[src/common/decode_macros.svh]
`ifndef DECODE_MACROS_SVH
`define DECODE_MACROS_SVH

`define XLEN 64
`define ILEN 32

// major opcodes of the base integer set plus system.
`define OPC_LOAD      7'b0000011
`define OPC_OP_IMM    7'b0010011
`define OPC_AUIPC     7'b0010111
`define OPC_OP_IMM_32 7'b0011011
`define OPC_STORE     7'b0100011
`define OPC_OP        7'b0110011
`define OPC_LUI       7'b0110111
`define OPC_OP_32     7'b0111011
`define OPC_BRANCH    7'b1100011
`define OPC_JALR      7'b1100111
`define OPC_JAL       7'b1101111
`define OPC_SYSTEM    7'b1110011

`endif

[src/common/decode_pkg.sv]
`default_nettype none

`include "decode_macros.svh"

package decode_pkg;

    typedef logic [2:0] u3;
    typedef logic [4:0] u5;
    typedef logic [6:0] u7;
    typedef logic [`XLEN-1:0] u64;

    typedef logic [`ILEN-1:0] inst_t;

    // nop doubles as the illegal marker.
    typedef enum logic [5:0] {
        NOP,
        // register-register.
        ADD,
        SUB,
        XOR,
        OR,
        AND,
        SLL,
        SRL,
        SRA,
        SLT,
        SLTU,
        // register-immediate.
        ADDI,
        XORI,
        ORI,
        ANDI,
        SLLI,
        SRLI,
        SRAI,
        SLTI,
        SLTIU,
        // 32-bit word forms.
        ADDIW,
        SLLIW,
        SRLIW,
        SRAIW,
        ADDW,
        SUBW,
        SLLW,
        SRLW,
        SRAW,
        // loads.
        LB,
        LH,
        LW,
        LD,
        LBU,
        LHU,
        LWU,
        // stores.
        SB,
        SH,
        SW,
        SD,
        // branches.
        BEQ,
        BNE,
        BLT,
        BGE,
        BLTU,
        BGEU,
        // jumps and upper immediates.
        JAL,
        JALR,
        LUI,
        AUIPC,
        // zicsr.
        CSRRW,
        CSRRS,
        CSRRC,
        CSRRWI,
        CSRRSI,
        CSRRCI
    } instruction_type;

    // csr_z is the 5-bit uimm held in the rs1 field.
    typedef enum logic [2:0] {
        NONE,
        I,
        S,
        B,
        U,
        J,
        CSR_Z
    } imm_format;

    typedef enum logic [1:0] {
        BYTE,
        HALF,
        WORD,
        DOUBLE
    } mem_size_t;

endpackage

`default_nettype wire

[src/common/decode_if.sv]
`timescale 1ns/1ns
`default_nettype none

// fetched instruction out to the two parallel decoders, their results to the combiner.
interface decode_if;

    logic                       valid;
    decode_pkg::inst_t          inst;
    decode_pkg::u64             pc;
    decode_pkg::instruction_type op;
    decode_pkg::u64             imm;

    modport src (output valid, output inst, output pc);

    modport op_side (input inst, output op);

    modport imm_side (input inst, output imm);

    modport sink (input valid, input inst, input pc, input op, input imm);

endinterface

`default_nettype wire

[src/decode/parse_instruction.sv]
`timescale 1ns/1ns
`default_nettype none

`include "decode_macros.svh"

module parse_instruction (
    decode_if.op_side bus
);

    decode_pkg::u7 opcode;
    decode_pkg::u3 funct3;
    decode_pkg::u7 funct7;
    logic [11:0]   r_key;

    assign opcode = bus.inst[6:0];
    assign funct3 = bus.inst[14:12];
    assign funct7 = bus.inst[31:25];

    // funct3 and funct7 packed as three hex digits.
    assign r_key = {1'b0, funct3, 1'b0, funct7};

    always_comb begin
        // anything not matched below stays nop.
        bus.op = decode_pkg::NOP;

        case (opcode)
            `OPC_OP: case (r_key)
                12'h000: bus.op = decode_pkg::ADD;
                12'h020: bus.op = decode_pkg::SUB;
                12'h400: bus.op = decode_pkg::XOR;
                12'h600: bus.op = decode_pkg::OR;
                12'h700: bus.op = decode_pkg::AND;
                12'h100: bus.op = decode_pkg::SLL;
                12'h500: bus.op = decode_pkg::SRL;
                12'h520: bus.op = decode_pkg::SRA;
                12'h200: bus.op = decode_pkg::SLT;
                12'h300: bus.op = decode_pkg::SLTU;
                default: bus.op = decode_pkg::NOP;
            endcase

            // shamt is 6 bits on rv64, so only the top of funct7 is checked.
            `OPC_OP_IMM: case (funct3)
                3'h0: bus.op = decode_pkg::ADDI;
                3'h4: bus.op = decode_pkg::XORI;
                3'h6: bus.op = decode_pkg::ORI;
                3'h7: bus.op = decode_pkg::ANDI;
                3'h1: begin
                    if (funct7[6:3] == 4'h0)
                        bus.op = decode_pkg::SLLI;
                end
                3'h5: begin
                    if (funct7[6:3] == 4'h0)
                        bus.op = decode_pkg::SRLI;
                    else if (funct7[6:3] == 4'h4)
                        bus.op = decode_pkg::SRAI;
                end
                3'h2: bus.op = decode_pkg::SLTI;
                3'h3: bus.op = decode_pkg::SLTIU;
                default: bus.op = decode_pkg::NOP;
            endcase

            `OPC_OP_IMM_32: case (funct3)
                3'h0: bus.op = decode_pkg::ADDIW;
                3'h1: begin
                    if (funct7 == 7'h00)
                        bus.op = decode_pkg::SLLIW;
                end
                3'h5: begin
                    if (funct7 == 7'h00)
                        bus.op = decode_pkg::SRLIW;
                    else if (funct7 == 7'h20)
                        bus.op = decode_pkg::SRAIW;
                end
                default: bus.op = decode_pkg::NOP;
            endcase

            `OPC_OP_32: case (r_key)
                12'h000: bus.op = decode_pkg::ADDW;
                12'h020: bus.op = decode_pkg::SUBW;
                12'h100: bus.op = decode_pkg::SLLW;
                12'h500: bus.op = decode_pkg::SRLW;
                12'h520: bus.op = decode_pkg::SRAW;
                default: bus.op = decode_pkg::NOP;
            endcase

            `OPC_LOAD: case (funct3)
                3'h0: bus.op = decode_pkg::LB;
                3'h1: bus.op = decode_pkg::LH;
                3'h2: bus.op = decode_pkg::LW;
                3'h3: bus.op = decode_pkg::LD;
                3'h4: bus.op = decode_pkg::LBU;
                3'h5: bus.op = decode_pkg::LHU;
                3'h6: bus.op = decode_pkg::LWU;
                default: bus.op = decode_pkg::NOP;
            endcase

            `OPC_STORE: case (funct3)
                3'h0: bus.op = decode_pkg::SB;
                3'h1: bus.op = decode_pkg::SH;
                3'h2: bus.op = decode_pkg::SW;
                3'h3: bus.op = decode_pkg::SD;
                default: bus.op = decode_pkg::NOP;
            endcase

            `OPC_BRANCH: case (funct3)
                3'h0: bus.op = decode_pkg::BEQ;
                3'h1: bus.op = decode_pkg::BNE;
                3'h4: bus.op = decode_pkg::BLT;
                3'h5: bus.op = decode_pkg::BGE;
                3'h6: bus.op = decode_pkg::BLTU;
                3'h7: bus.op = decode_pkg::BGEU;
                default: bus.op = decode_pkg::NOP;
            endcase

            `OPC_JAL: bus.op = decode_pkg::JAL;
            `OPC_JALR: begin
                if (funct3 == 3'h0)
                    bus.op = decode_pkg::JALR;
            end

            `OPC_LUI:   bus.op = decode_pkg::LUI;
            `OPC_AUIPC: bus.op = decode_pkg::AUIPC;

            // ecall and ebreak (funct3 0) are not handled.
            `OPC_SYSTEM: case (funct3)
                3'h1: bus.op = decode_pkg::CSRRW;
                3'h2: bus.op = decode_pkg::CSRRS;
                3'h3: bus.op = decode_pkg::CSRRC;
                3'h5: bus.op = decode_pkg::CSRRWI;
                3'h6: bus.op = decode_pkg::CSRRSI;
                3'h7: bus.op = decode_pkg::CSRRCI;
                default: bus.op = decode_pkg::NOP;
            endcase

            default: bus.op = decode_pkg::NOP;
        endcase
    end

endmodule

`default_nettype wire

[src/decode/imm_gen.sv]
`timescale 1ns/1ns
`default_nettype none

`include "decode_macros.svh"

module imm_gen (
    decode_if.imm_side bus
);

    decode_pkg::inst_t     inst;
    decode_pkg::u7         opcode;
    decode_pkg::u3         funct3;
    decode_pkg::imm_format fmt;

    assign inst   = bus.inst;
    assign opcode = inst[6:0];
    assign funct3 = inst[14:12];

    // format from opcode alone.
    always_comb begin
        case (opcode)
            `OPC_LOAD,
            `OPC_OP_IMM,
            `OPC_OP_IMM_32,
            `OPC_JALR:   fmt = decode_pkg::I;
            `OPC_STORE:  fmt = decode_pkg::S;
            `OPC_BRANCH: fmt = decode_pkg::B;
            `OPC_LUI,
            `OPC_AUIPC:  fmt = decode_pkg::U;
            `OPC_JAL:    fmt = decode_pkg::J;
            // register csr forms carry no immediate.
            `OPC_SYSTEM: fmt = funct3[2] ? decode_pkg::CSR_Z : decode_pkg::NONE;
            default:     fmt = decode_pkg::NONE;
        endcase
    end

    // shift immediates go out as plain i-format.
    always_comb begin
        case (fmt)
            decode_pkg::I:
                bus.imm = {{(`XLEN-12){inst[31]}}, inst[31:20]};
            decode_pkg::S:
                bus.imm = {{(`XLEN-12){inst[31]}}, inst[31:25], inst[11:7]};
            decode_pkg::B:
                bus.imm = {{(`XLEN-13){inst[31]}}, inst[31], inst[7], inst[30:25],
                           inst[11:8], 1'b0};
            decode_pkg::U:
                bus.imm = {{(`XLEN-32){inst[31]}}, inst[31:12], 12'h000};
            decode_pkg::J:
                bus.imm = {{(`XLEN-21){inst[31]}}, inst[31], inst[19:12], inst[20],
                           inst[30:21], 1'b0};
            decode_pkg::CSR_Z:
                bus.imm = {{(`XLEN-5){1'b0}}, inst[19:15]};
            default:
                bus.imm = '0;
        endcase
    end

endmodule

`default_nettype wire

[src/decode/decode_combine.sv]
`timescale 1ns/1ns
`default_nettype none

module decode_combine (
    input  wire                          clk,
    input  wire                          rst_n,
    decode_if.sink                       bus,
    output logic                         out_valid,
    output decode_pkg::instruction_type  op,
    output decode_pkg::u64               imm,
    output decode_pkg::u5                rd,
    output decode_pkg::u5                rs1,
    output decode_pkg::u5                rs2,
    output decode_pkg::u64               out_pc,
    output logic                         reg_write,
    output logic                         mem_read,
    output logic                         mem_write,
    output decode_pkg::mem_size_t        mem_size,
    output logic                         mem_unsigned,
    output logic                         branch,
    output logic                         jump,
    output logic                         illegal
);

    logic                  reg_write_d;
    logic                  mem_read_d;
    logic                  mem_write_d;
    logic                  branch_d;
    logic                  jump_d;
    logic                  illegal_d;
    logic                  mem_unsigned_d;
    decode_pkg::mem_size_t mem_size_d;
    logic                  use_rd;
    logic                  use_rs1;
    logic                  use_rs2;

    always_comb begin
        reg_write_d    = 1'b1;
        mem_read_d     = 1'b0;
        mem_write_d    = 1'b0;
        branch_d       = 1'b0;
        jump_d         = 1'b0;
        illegal_d      = 1'b0;
        mem_unsigned_d = 1'b0;
        mem_size_d     = decode_pkg::BYTE;
        use_rd         = 1'b1;
        use_rs1        = 1'b1;
        use_rs2        = 1'b0;

        case (bus.op)
            decode_pkg::ADD, decode_pkg::SUB, decode_pkg::XOR, decode_pkg::OR,
            decode_pkg::AND, decode_pkg::SLL, decode_pkg::SRL, decode_pkg::SRA,
            decode_pkg::SLT, decode_pkg::SLTU, decode_pkg::ADDW, decode_pkg::SUBW,
            decode_pkg::SLLW, decode_pkg::SRLW, decode_pkg::SRAW: use_rs2 = 1'b1;

            decode_pkg::LB, decode_pkg::LBU: begin
                mem_read_d     = 1'b1;
                mem_unsigned_d = (bus.op == decode_pkg::LBU);
            end
            decode_pkg::LH, decode_pkg::LHU: begin
                mem_read_d     = 1'b1;
                mem_size_d     = decode_pkg::HALF;
                mem_unsigned_d = (bus.op == decode_pkg::LHU);
            end
            decode_pkg::LW, decode_pkg::LWU: begin
                mem_read_d     = 1'b1;
                mem_size_d     = decode_pkg::WORD;
                mem_unsigned_d = (bus.op == decode_pkg::LWU);
            end
            decode_pkg::LD: begin
                mem_read_d = 1'b1;
                mem_size_d = decode_pkg::DOUBLE;
            end

            decode_pkg::SB, decode_pkg::SH, decode_pkg::SW, decode_pkg::SD: begin
                reg_write_d = 1'b0;
                mem_write_d = 1'b1;
                use_rd      = 1'b0;
                use_rs2     = 1'b1;
                // stores are contiguous in the enum.
                mem_size_d  = decode_pkg::mem_size_t'(bus.op - decode_pkg::SB);
            end

            decode_pkg::BEQ, decode_pkg::BNE, decode_pkg::BLT, decode_pkg::BGE,
            decode_pkg::BLTU, decode_pkg::BGEU: begin
                reg_write_d = 1'b0;
                branch_d    = 1'b1;
                use_rd      = 1'b0;
                use_rs2     = 1'b1;
            end

            decode_pkg::JAL: begin
                jump_d  = 1'b1;
                use_rs1 = 1'b0;
            end
            decode_pkg::JALR: jump_d = 1'b1;

            // rs1 field holds the uimm here.
            decode_pkg::LUI, decode_pkg::AUIPC, decode_pkg::CSRRWI, decode_pkg::CSRRSI,
            decode_pkg::CSRRCI: use_rs1 = 1'b0;

            decode_pkg::NOP: begin
                reg_write_d = 1'b0;
                illegal_d   = 1'b1;
                use_rd      = 1'b0;
                use_rs1     = 1'b0;
            end

            default: ;
        endcase
    end

    always_ff @(posedge clk) begin
        if (!rst_n) begin
            out_valid <= 1'b0;
            reg_write <= 1'b0;
            mem_read  <= 1'b0;
            mem_write <= 1'b0;
            branch    <= 1'b0;
            jump      <= 1'b0;
            illegal   <= 1'b0;
        end else begin
            out_valid <= bus.valid;
            if (bus.valid) begin
                reg_write <= reg_write_d;
                mem_read  <= mem_read_d;
                mem_write <= mem_write_d;
                branch    <= branch_d;
                jump      <= jump_d;
                illegal   <= illegal_d;
            end
        end
    end

    // bundle holds between strobes.
    always_ff @(posedge clk) begin
        if (bus.valid) begin
            op           <= bus.op;
            imm          <= bus.imm;
            out_pc       <= bus.pc;
            mem_size     <= mem_size_d;
            mem_unsigned <= mem_unsigned_d;
            rd           <= use_rd  ? bus.inst[11:7]  : 5'd0;
            rs1          <= use_rs1 ? bus.inst[19:15] : 5'd0;
            rs2          <= use_rs2 ? bus.inst[24:20] : 5'd0;
        end
    end

    a_valid_known: assert property (@(posedge clk) disable iff (!rst_n)
        !$isunknown(out_valid));

    // illegal never comes with a register write or a memory access.
    a_illegal_no_write: assert property (@(posedge clk) disable iff (!rst_n)
        illegal |-> !(reg_write || mem_read || mem_write));

    a_mem_exclusive: assert property (@(posedge clk) disable iff (!rst_n)
        !(mem_read && mem_write));

endmodule

`default_nettype wire

[src/verilog/decode_stage.sv]
`timescale 1ns/1ns
`default_nettype none

module decode_stage (
    input  wire                          clk,
    input  wire                          rst_n,
    input  wire                          in_valid,
    input  wire decode_pkg::inst_t       inst,
    input  wire decode_pkg::u64          pc,
    output logic                         out_valid,
    output decode_pkg::instruction_type  op,
    output decode_pkg::u64               imm,
    output decode_pkg::u5                rd,
    output decode_pkg::u5                rs1,
    output decode_pkg::u5                rs2,
    output decode_pkg::u64               out_pc,
    output logic                         reg_write,
    output logic                         mem_read,
    output logic                         mem_write,
    output decode_pkg::mem_size_t        mem_size,
    output logic                         mem_unsigned,
    output logic                         branch,
    output logic                         jump,
    output logic                         illegal
);

    decode_if dif ();

    assign dif.valid = in_valid;
    assign dif.inst  = inst;
    assign dif.pc    = pc;

    // op and immediate decode side by side.
    parse_instruction u_parse (.bus(dif.op_side));

    imm_gen u_imm (.bus(dif.imm_side));

    decode_combine u_combine (
        .clk         (clk),
        .rst_n       (rst_n),
        .bus         (dif.sink),
        .out_valid   (out_valid),
        .op          (op),
        .imm         (imm),
        .rd          (rd),
        .rs1         (rs1),
        .rs2         (rs2),
        .out_pc      (out_pc),
        .reg_write   (reg_write),
        .mem_read    (mem_read),
        .mem_write   (mem_write),
        .mem_size    (mem_size),
        .mem_unsigned(mem_unsigned),
        .branch      (branch),
        .jump        (jump),
        .illegal     (illegal)
    );

endmodule

`default_nettype wire

[config.mk]
export PLATFORM = sky130hd
export DESIGN_NAME = decode_stage
export DESIGN_NICKNAME = d
export VERILOG_FILES = /design/src/common/decode_pkg.sv /design/src/common/decode_if.sv /design/src/decode/parse_instruction.sv /design/src/decode/imm_gen.sv /design/src/decode/decode_combine.sv /design/src/verilog/decode_stage.sv
export VERILOG_INCLUDE_DIRS = /design/src /design/src/common
export SDC_FILE = /design/constraint.sdc
export NUM_CORES = 1
export LEC_CHECK = 0
export ABC_AREA = 1
export BUFFER_PORTS_ARGS = -buffer_cell sky130_fd_sc_hd__clkbuf_2
export CAP_MARGIN = 40
export CORE_ASPECT_RATIO = 0.75
export CORE_UTILIZATION = 43
export CTS_CLUSTER_SIZE = 14
export DETAILED_ROUTE_END_ITERATION = 6
export PLACE_DENSITY = 0.73
export SETUP_SLACK_MARGIN = 0.2
export SYNTH_ARGS = -nofsm -noshare
export SYNTH_HDL_FRONTEND = slang
export SYNTH_SLANG_ARGS = --single-unit
[constraint.sdc]
create_clock -name clk -period 1.87 [get_ports clk]
set_clock_uncertainty 0.1 [all_clocks]
set_input_delay 0.2805 -clock clk [delete_from_list [all_inputs] [get_ports clk]]
set_output_delay 0.2805 -clock clk [all_outputs]
set_load 0.01 [all_outputs]
==> results.tsv, run 1 <==
metric	value	unit
status	complete, but fails checks	
violations	negative setup slack	
coreArea	0.0132	sq mm
setup_viol	18	
grt_max_degree	36	
grt_pass1_wl	31.8	mm
diodes	0	
holdPathStages	3	
cts_tree	yes	
dieArea	0.0142	sq mm
required	1930	ps
synthToLayoutAreaGrowth	77.1	%
peakVddDrop	0.857	mV
portBuffers	257	
dieWidth	137	microns
vias	6697	
critPathCaptureType	flop	
clk_latency	410	ps
place_inst	1043	
initial_core_util	44.7	%
synthArstFlopShare	0	%
synth_edf_count	120	
clk_pin_slew	60	ps
ioPinCount	258	
p_leak	4.94	nW
setup_tns	-1130	ps
p_per_area	779	mW/mm^2
rsz0062_at_grt	true	
start_kind	input pin	
max-cap-violations	0	
instances_no_fill	1178	
root_buffer	clkbuf_16	
final_antenna_net_count	0	
synth.avg_cell_area	10.5	sq um
finalCriticalPeriod	1980	ps
nFillCells	678	
grt_pass1_vias	5729	
drt_drc_violations_left	0	
synth_nets	658	
layout_setup_ws	-110	ps
die_h	103	microns
track_usage	31.2	%
worst_slew_pin_slew	437	ps
finalHoldViolCount	0	
hold_path_class	in2reg	
clock_path_buffers	2	
maxSlewViolCount	0	
firstDrtPassIters	5	
cts_sinks	127	
numCtsBuffers	17	
relSlewSlack	70.9	%
fmax	0.505	GHz
synth_seq_cells	127	
path_max_fanout	6	
drive_above_1_share	63.1	%
fin_crit_sh	106	%
ys.flop_type	edfxtp_1	
multi_input_area	0.00238	sq mm
cts_max_level	4	
dp_slack	-523	ps
synthDistinctLibCells	34	
syn_area	0.00589	sq mm
antenna_found_initial	0	
path_class	in2reg	
wl_per_cell	22.4	microns
vias_per_cell	5.69	
arrival	2040	ps
dp_hpwl	13.9	mm
ff2ff_path_depth	2	
rows	36	
syn_inst	559	
seqCellArea	0.00374	sq mm
yosys_warnings	0	
place_congestion	0.985	
nNetsFinal	1093	
drt-total-wl	26.3	mm
seq_area_frac_synth	63.6	%
drtIter0Drc	757	
grt.overflow.total	0	
Yosys cell counts (2+ instances only):
library cell  number  area (sq um)
a21oi_1           16          80.1
buf_2              2          10.0
buf_4             35           263
buf_6              2          22.5
clkbuf_1           2          7.51
clkinv_1           2          7.51
dfxtp_1            7           140
edfxtp_1         120          3600
inv_1             37           139
inv_2             23          86.3
inv_4              3          18.8
nand2_1          116           435
nand2_2            7          43.8
nand3_1           36           180
nand3_2            8          80.1
nand3_4            2          35.0
nand4_1            5          31.3
nor2_1            68           255
nor2_2            10          62.6
nor2_4             4          45.0
nor3_1             4          20.0
o21ai_0           28           140
o21ai_1            6          30.0
o221ai_1           6          52.6
cells in the final DEF (no fill, tap or decap), types with 14 or more instances in the layout:
cell	instances
clkbuf_2	239
edfxtp_1	120
buf_4	116
dlygate4sd3_1	64
nand2_1	61
nand2_2	42
nor2_2	31
inv_1	29
buf_6	27
nor2_1	26
nor2_4	25
nand2_4	19
inv_2	19
clkbuf_16	19
o21ai_1	18
nand3_2	17
nand3_1	15
nand3_4	14
layout make-up:
| class | instances | share of cell area, % |
|---|---|---|
| clock inverter | 15 | 1.42 |
| sequential | 127 | 35.9 |
| inverter | 65 | 3.01 |
| tap | 171 | 2.05 |
| multi-input combinational | 326 | 22.8 |
| clock buffer | 17 | 4.08 |
| timing repair buffer | 457 | 30.7 |
worst max-delay path: stages:
cell     delay (ps)
buf_6           100
inv_4            60
nand2_4          50
nor2_4          160
buf_12          160
buf_4           120
nand3_4          90
nand3_1         120
nand2_1         100
nand2_2         100
nor2_4           70
nand2_1          80
nor2_1           80
nand2_2          90
nand2_2          70
nor2_4          220
a21oi_2          80
layer usage:
layer	up-vias	global-route usage, %	wire (microns)	share of wire, %
met3	183	7.02	2670	10
met5	-	0	0	0
li1	2742	-	-	-
met1	3140	36.5	8740	33
met4	0	15.0	2080	7.9
met2	632	55.0	12900	49
cells by family after synthesis:
family / count (synthesis) / share of synthesized area (%)
flip-flops: 127 / 63.6
AND/OR/NAND/NOR: 263 / 20.9
buffers and inverters: 106 / 9.42
AO/OA/AOI/OAI: 63 / 6.06
what timing repair did:
| item | in CTS | in global routing |
|---|---|---|
| gates resized for setup | 63 | 195 |
| hold buffers | 64 | 0 |
| endpoints found under the setup margin | 40 | 85 |
| buffers inserted | 11 | 26 |
| hold endpoints to repair | 64 | 0 |
| pin swaps | 34 | 66 |
| cloned | 1 | 1 |
where the power goes:
group / total (W) / switching [W] / internal (W) / leakage [nW]
combinational: 0.00134 / 0.000750 / 0.000587 / 3.45
clock: 0.00335 / 0.00147 / 0.00187 / 0.270
sequential: 0.00344 / 0.0000954 / 0.00335 / 1.22
sequential cells by signal, indices dropped and copies added (netlist names):
signal / flops
u_combine.mem_read: 1
u_combine.rs2: 5
u_combine.branch: 1
u_combine.imm: 32
u_combine.reg_write: 1
u_combine.out_valid: 1
u_combine.mem_unsigned: 1
u_combine.rs1: 5
u_combine.out_pc: 64
u_combine.rd: 5
u_combine.mem_write: 1
u_combine.mem_size: 2
u_combine.op: 6
u_combine.illegal: 1
u_combine.jump: 1
through the flow:
| stage | util, % | cell area (sq um) | hold slack [ps] | power, W |
|---|---|---|---|---|
| floorplan | - | 6080 | 279 | 0.00391 |
| global placement | 60.8 | 8000 | 357 | 0.00441 |
| detailed placement | 60.8 | 8000 | 359 | 0.00444 |
| CTS | 72.5 | 9530 | 80.0 | 0.00778 |
| global route | 79.3 | 10400 | 112 | 0.00829 |
| finish | 79.3 | 10400 | 110 | 0.00812 |
path summary, 6_finish.rpt:
| kind | startpoint | to | slack (ps) |
|---|---|---|---|
| setup / recovery | inst[2] | u_combine.rs2[3] | -110 |
| setup reg to reg | u_combine.reg_write | u_combine.reg_write | 940 |
| hold / removal | rst_n | u_combine.out_valid | 110 |
| hold reg to reg | u_combine.jump | u_combine.jump | 410 |
No activity file was read; power rests on OpenSTA's default activity.
==> run 2: changes to the inputs <==
==> constraint.sdc (replaced) <==
create_clock -name clk -period 1.7 [get_ports clk]
set_clock_uncertainty 0.1 [all_clocks]
set_input_delay 0.255 -clock clk [delete_from_list [all_inputs] [get_ports clk]]
set_output_delay 0.255 -clock clk [all_outputs]
set_load 0.01 [all_outputs]
==> run 2 against run 1 <==
Against the previous run:
- the flow still finishes with violations (negative setup slack)
- register-to-register slack worse by 230 ps
- first-iteration DRC count is 5.5% lower
- sequential cell count stayed put
- via count hardly changed
- critical path depth is 2 lower
- non-clock buffer count is 1 higher
- wire length is 3.2% higher
- die area stayed put
- sequential power is 10% higher
- critical endpoint is now u_combine.rs1[2]
==> results.tsv, run 2 (synthesized netlist as in run 1, its figures left out) <==
metric	value	unit	change
total_power	0.00940	W	was 0.00812 W
clock_path_buffers	2		unchanged
die_h	103	microns	unchanged
drt_drc_violations_left	0		unchanged
wl_per_cell	23.0	microns	was 22.4 microns
clk_latency	420	ps	was 410 ps
grt_pass1_wl	33.3	mm	was 31.8 mm
most-common-layout-cells	clkbuf_2, edfxtp_1, buf_4, dlygate4sd3_1		was clkbuf_2, edfxtp_1, buf_4, dlygate4sd3_1, nand2_1
layout_setup_ws	-312	ps	was -110 ps
fin_crit_sh	118	%	
drive_above_1_share	64.5	%	was 63.1%
p_per_area	871	mW/mm^2	was 779 mW/mm^2
utilization	82.1	%	was 79.3%
relSlewSlack	75.5	%	was 70.9%
numCtsBuffers	17		unchanged
whs	73.2	ps	was 110 ps
drt-total-wl	27.2	mm	was 26.3 mm
holdPathStages	3		unchanged
path_class	in2reg		unchanged
coreArea	0.0132	sq mm	unchanged
arrival	2080	ps	was 2040 ps
final_antenna_net_count	0		unchanged
cts_sinks	127		unchanged
setup_tns	-5740	ps	was -1130 ps
mostFrequentLayoutCell	clkbuf_2		unchanged
rows	36		unchanged
track_usage	33.0	%	was 31.2%
vias_per_cell	5.68		was 5.69
path_max_fanout	6		unchanged
max-cap-violations	0		unchanged
dieWidth	137	microns	unchanged
clk_pin_slew	60	ps	about the same
violations	negative setup slack		unchanged
drtIter0Drc	715		was 757
fmax	0.497	GHz	
rsz0062_at_grt	true		unchanged
cts_tree	yes		unchanged
peakVddDrop	0.817	mV	was 0.857 mV
reg_top3	u_combine.out_pc: 64 flops, u_combine.imm: 32 flops, u_combine.op: 6 flops		unchanged
largest_reg_flops	64		unchanged
firstDrtPassIters	5		unchanged
initial_core_util	44.7	%	unchanged
place_congestion	0.952		was 0.985
ioPinCount	258		unchanged
dieArea	0.0142	sq mm	unchanged
start_kind	input pin		unchanged
ff2ff_path_depth	2		unchanged
root_buffer	clkbuf_16		unchanged
diodes	0		unchanged
regMostFlops	u_combine.out_pc		unchanged
critPathCaptureType	flop		unchanged
required	1770	ps	was 1930 ps
cts_max_level	4		unchanged
hold_path_class	in2reg		unchanged
nNetsFinal	1095		was 1093
status	complete, but fails checks		unchanged
synthToLayoutAreaGrowth	83.4	%	was 77.1%
setup_viol	32		was 18
portBuffers	257		unchanged
grt_pass1_vias	6030		was 5729
vias	6701		was 6697
grt.overflow.total	0		unchanged
grt_max_degree	34		was 36
worst_slew_pin_slew	367	ps	was 437 ps
maxSlewViolCount	0		unchanged
antenna_found_initial	0		unchanged
finalHoldViolCount	0		unchanged
p_leak	5.06	nW	was 4.94 nW
dp_hpwl	14.4	mm	was 13.9 mm
finalCriticalPeriod	2010	ps	
[run 2: cell count changes in the layout (fill, tap and decap cells not counted), moves of 7 or more]
| cell | change |
|---|---|
| clkbuf_2 | -32 |
| nor2_2 | +8 |
| buf_8 | +7 |
| buf_6 | +35 |
| o21ai_2 | +11 |
| buf_4 | -8 |
[run 2: worst paths after layout]
| kind | from | endpoint | slack, ps |
|---|---|---|---|
| setup / recovery | inst[0] | u_combine.rs1[2] | -310 |
| setup reg to reg | u_combine.reg_write | u_combine.reg_write | 710 |
| hold reg to reg | u_combine.jump | u_combine.jump | 440 |
| hold / removal | inst[24] | u_combine.imm[4] | 70 |
[run 2: per-stage QoR]
step,area (sq um),setup WS [ps],instances
2_1_floorplan,6090,-184,559
6_report,10800,-312,1180
3_3_place_gp,8010,-720,1040
5_1_grt,10800,-401,1180
4_1_cts,9790,-127,1164
3_5_place_dp,8010,-678,1040
[run 2: repair_timing]
action                     CTS  global route
hold buffers                64             0
buffers inserted            27            15
resized for setup           81           273
setup endpoints to repair   85            89
hold endpoints to repair    64             0
cloned                       1             1
pin swaps                   35            66
[run 2: power breakdown]
group	total [W]	internal [W]	switching, W
Clock	0.00404	0.00247	0.00156
Combinational	0.00158	0.000720	0.000856
Sequential	0.00379	0.00368	0.000106
Total	0.00940	0.00688	0.00253
[run 2: layer usage]
metal  routed length (microns)  GRT usage [%]  vias up
met2                     13400           58.1      606
met4                      1860           17.4        0
met3                      2960           7.60      169
met5                         0              0        -
li1                          -              -     2752
met1                      8940           37.7     3174
[run 2: worst max-delay path: stages]
cell	delay (ps)
buf_8	100
nand2_8	80
nor2_4	40
buf_12	130
buf_8	130
nand4_1	180
nand4_1	200
nor2_2	230
nand3_4	170
nor2_4	190
nand2_2	80
nand2_2	70
nand2_2	60
nand3_4	110
nor2_2	60
[run 2: final cells by class]
cell class	count	area, sq um
Clock buffer	17	425
Clock inverter	15	206
Fill cell	653	2360
Inverter	65	315
Multi-Input combinational cell	326	2400
Sequential cell	127	3740
Tap cell	171	214
Timing Repair Buffer	458	3480
Timing Repair inverter	1	8.76
==> run 3: changes to the inputs <==
--- a/config.mk
+++ b/config.mk
@@ -18,3 +18,4 @@
 export SYNTH_ARGS = -nofsm -noshare
 export SYNTH_HDL_FRONTEND = slang
 export SYNTH_SLANG_ARGS = --single-unit
+export TNS_END_PERCENT = 1
==> run 3 against run 2 <==
Against the previous run:
- the flow finishes with violations (design-rule violations, negative setup slack)
- critical path depth is the same
- sequential power barely moved
- combinational power decreased by 15%
- critical endpoint is now u_combine.rs2[3]
- largest power group unchanged
==> results.tsv, run 3 (synthesized netlist as in run 1, its figures left out) <==
metric	value	unit	change
start_kind	input pin		unchanged
instances_no_fill	1144		was 1180
startpoint	inst[28]		was inst[0]
maxSlewViolCount	0		unchanged
track_usage	29.6	%	was 33.0%
drtIter0Drc	653		was 715
cts_sinks	127		unchanged
dieWidth	137	microns	unchanged
portBuffers	257		unchanged
die_h	103	microns	unchanged
fmax	0.515	GHz	was 0.497 GHz
required	1770	ps	about the same
diodes	0		unchanged
firstDrtPassIters	7		was 5
final_antenna_net_count	0		unchanged
wl_per_cell	19.5	microns	was 23.0 microns
drive_above_1_share	55.4	%	was 64.5%
dieArea	0.0142	sq mm	unchanged
worst_slew_pin_slew	376	ps	was 367 ps
drt-total-wl	22.3	mm	was 27.2 mm
cts_max_level	4		unchanged
layout_setup_ws	-242	ps	was -312 ps
r2r_end	u_combine.reg_write		unchanged
switching_power	0.00232	W	was 0.00253 W
violations	design-rule violations, negative setup slack		was negative setup slack
ioPinCount	258		unchanged
antenna_found_initial	0		unchanged
total_power	0.00893	W	was 0.00940 W
reg_top3	u_combine.out_pc: 64 flops, u_combine.imm: 32 flops, u_combine.op: 6 flops		unchanged
nNetsFinal	1059		was 1095
setup_viol	32		unchanged
rrSetupSlack	890	ps	was 710 ps
dp_slack	-659	ps	was -678 ps
finalCriticalPeriod	1940	ps	was 2010 ps
dp_hpwl	13.5	mm	was 14.4 mm
peakVddDrop	1.00	mV	was 0.817 mV
clk_pin_slew	60	ps	about the same
arrival	2010	ps	was 2080 ps
path_max_fanout	5		was 6
grt_pass1_vias	5669		was 6030
synthToLayoutAreaGrowth	67.9	%	was 83.4%
grt_max_degree	34		unchanged
relSlewSlack	74.9	%	was 75.5%
place_inst	1033		was 1040
numCtsBuffers	17		unchanged
critPathCapture	u_combine.rs2[3]		was u_combine.rs1[2]
vias_per_cell	5.24		was 5.68
vias	6000		was 6701
hold_path_class	in2reg		unchanged
p_per_area	904	mW/mm^2	was 871 mW/mm^2
rows	36		unchanged
utilization	75.2	%	was 82.1%
p_seq_share	42.2	%	was 40.3%
reg2reg_from	u_combine.reg_write		unchanged
coreArea	0.0132	sq mm	unchanged
initial_core_util	44.7	%	unchanged
clock_path_buffers	2		unchanged
finalHoldViolCount	0		unchanged
mostFrequentLayoutCell	clkbuf_2		unchanged
p_leak	4.74	nW	was 5.06 nW
place_congestion	0.906		was 0.952
largest_reg_flops	64		unchanged
critPathCaptureType	flop		unchanged
drt_drc_violations_left	1		was 0
regMostFlops	u_combine.out_pc		unchanged
status	complete, but fails checks		unchanged
p_clk_share	42.7	%	was 43.0%
max-cap-violations	0		unchanged
ff2ff_path_depth	2		unchanged
grt_pass1_wl	30.4	mm	was 33.3 mm
rsz0062_at_grt	true		unchanged
whs	62.3	ps	was 73.2 ps
root_buffer	clkbuf_16		unchanged
most-common-layout-cells	clkbuf_2, edfxtp_1, buf_4, nand2_1, dlygate4sd3_1		was clkbuf_2, edfxtp_1, buf_4, dlygate4sd3_1
cts_tree	yes		unchanged
grt.overflow.total	0		unchanged
fin_crit_sh	114	%	was 118%
clk_latency	410	ps	was 420 ps
power_frac_comb	15.1	%	was 16.8%
path_class	in2reg		unchanged
sw_frac_of_total	26.0	%	was 26.9%
p_int	0.00661	W	was 0.00688 W
[run 3: per-stage QoR]
stage          instance area [sq um]  TNS, ps
2_1_floorplan                   6000    -4550
3_3_place_gp                    7890   -24670
3_5_place_dp                    7890   -25500
4_1_cts                         9570     -887
5_1_grt                         9880    -6320
6_report                        9880    -3250
[run 3: how the worst min path moves through the flow]
| stage | from | endpoint | depth (start not counted) |
|---|---|---|---|
| after floorplan | pc[0] | u_combine.out_pc[0] | 0 |
| after global placement | pc[9] | u_combine.out_pc[9] | 1 |
| after detailed placement | pc[42] | u_combine.out_pc[42] | 1 |
| after CTS | inst[22] | u_combine.imm[2] | 3 |
| after global routing | inst[22] | u_combine.imm[2] | 3 |
| final | inst[22] | u_combine.imm[2] | 3 |
[run 3: critical path, cell delays in order]
cell and delay (ps):
clkbuf_8 110, nor2_1 50, nand2_1 120, inv_1 70
nand2_2 120, buf_4 120, nand2_1 80, nand2_2 110
nand2_2 80, nor3_4 260, nand2_4 110, o21bai_1 170
nand2_1 130, nand2_4 140, a21oi_2 70
[run 3: layout make-up]
cell class / instances / area, sq um
flip-flops and latches: 127 / 3740
well taps: 171 / 214
repair buffers: 423 / 2960
multi-input cells: 326 / 2060
clock inverters: 15 / 186
inverters: 65 / 290
fillers: 836 / 3270
clock buffers: 17 / 425
[run 3: metal layers]
| layer | routed length [microns] | GRT usage (%) |
|---|---|---|
| met1 | 8150 | 34.8 |
| met2 | 11300 | 52.2 |
| met3 | 2100 | 7.89 |
| met4 | 772 | 11.3 |
| met5 | 0 | 0 |
[run 3: power by group through the flow]
| stage | Clock [W] | Combinational, W | Sequential (W) |
|---|---|---|---|
| 5_1_grt | 0.00396 | 0.00143 | 0.00379 |
| 3_5_place_dp | 0 | 0.00104 | 0.00382 |
| 3_3_place_gp | 0 | 0.00102 | 0.00381 |
| 4_1_cts | 0.00378 | 0.00126 | 0.00376 |
| 6_report | 0.00381 | 0.00135 | 0.00377 |
| 2_1_floorplan | 0 | 0.000342 | 0.00395 |
[run 3: timing repair]
item | in CTS | in global routing
gates cloned | 0 | 1
pin swaps | 33 | 39
hold buffers | 64 | 0
setup endpoints to repair | 86 | 89
buffers inserted | 10 | 4
gates resized for setup | 80 | 69
hold endpoints to repair | 64 | 0
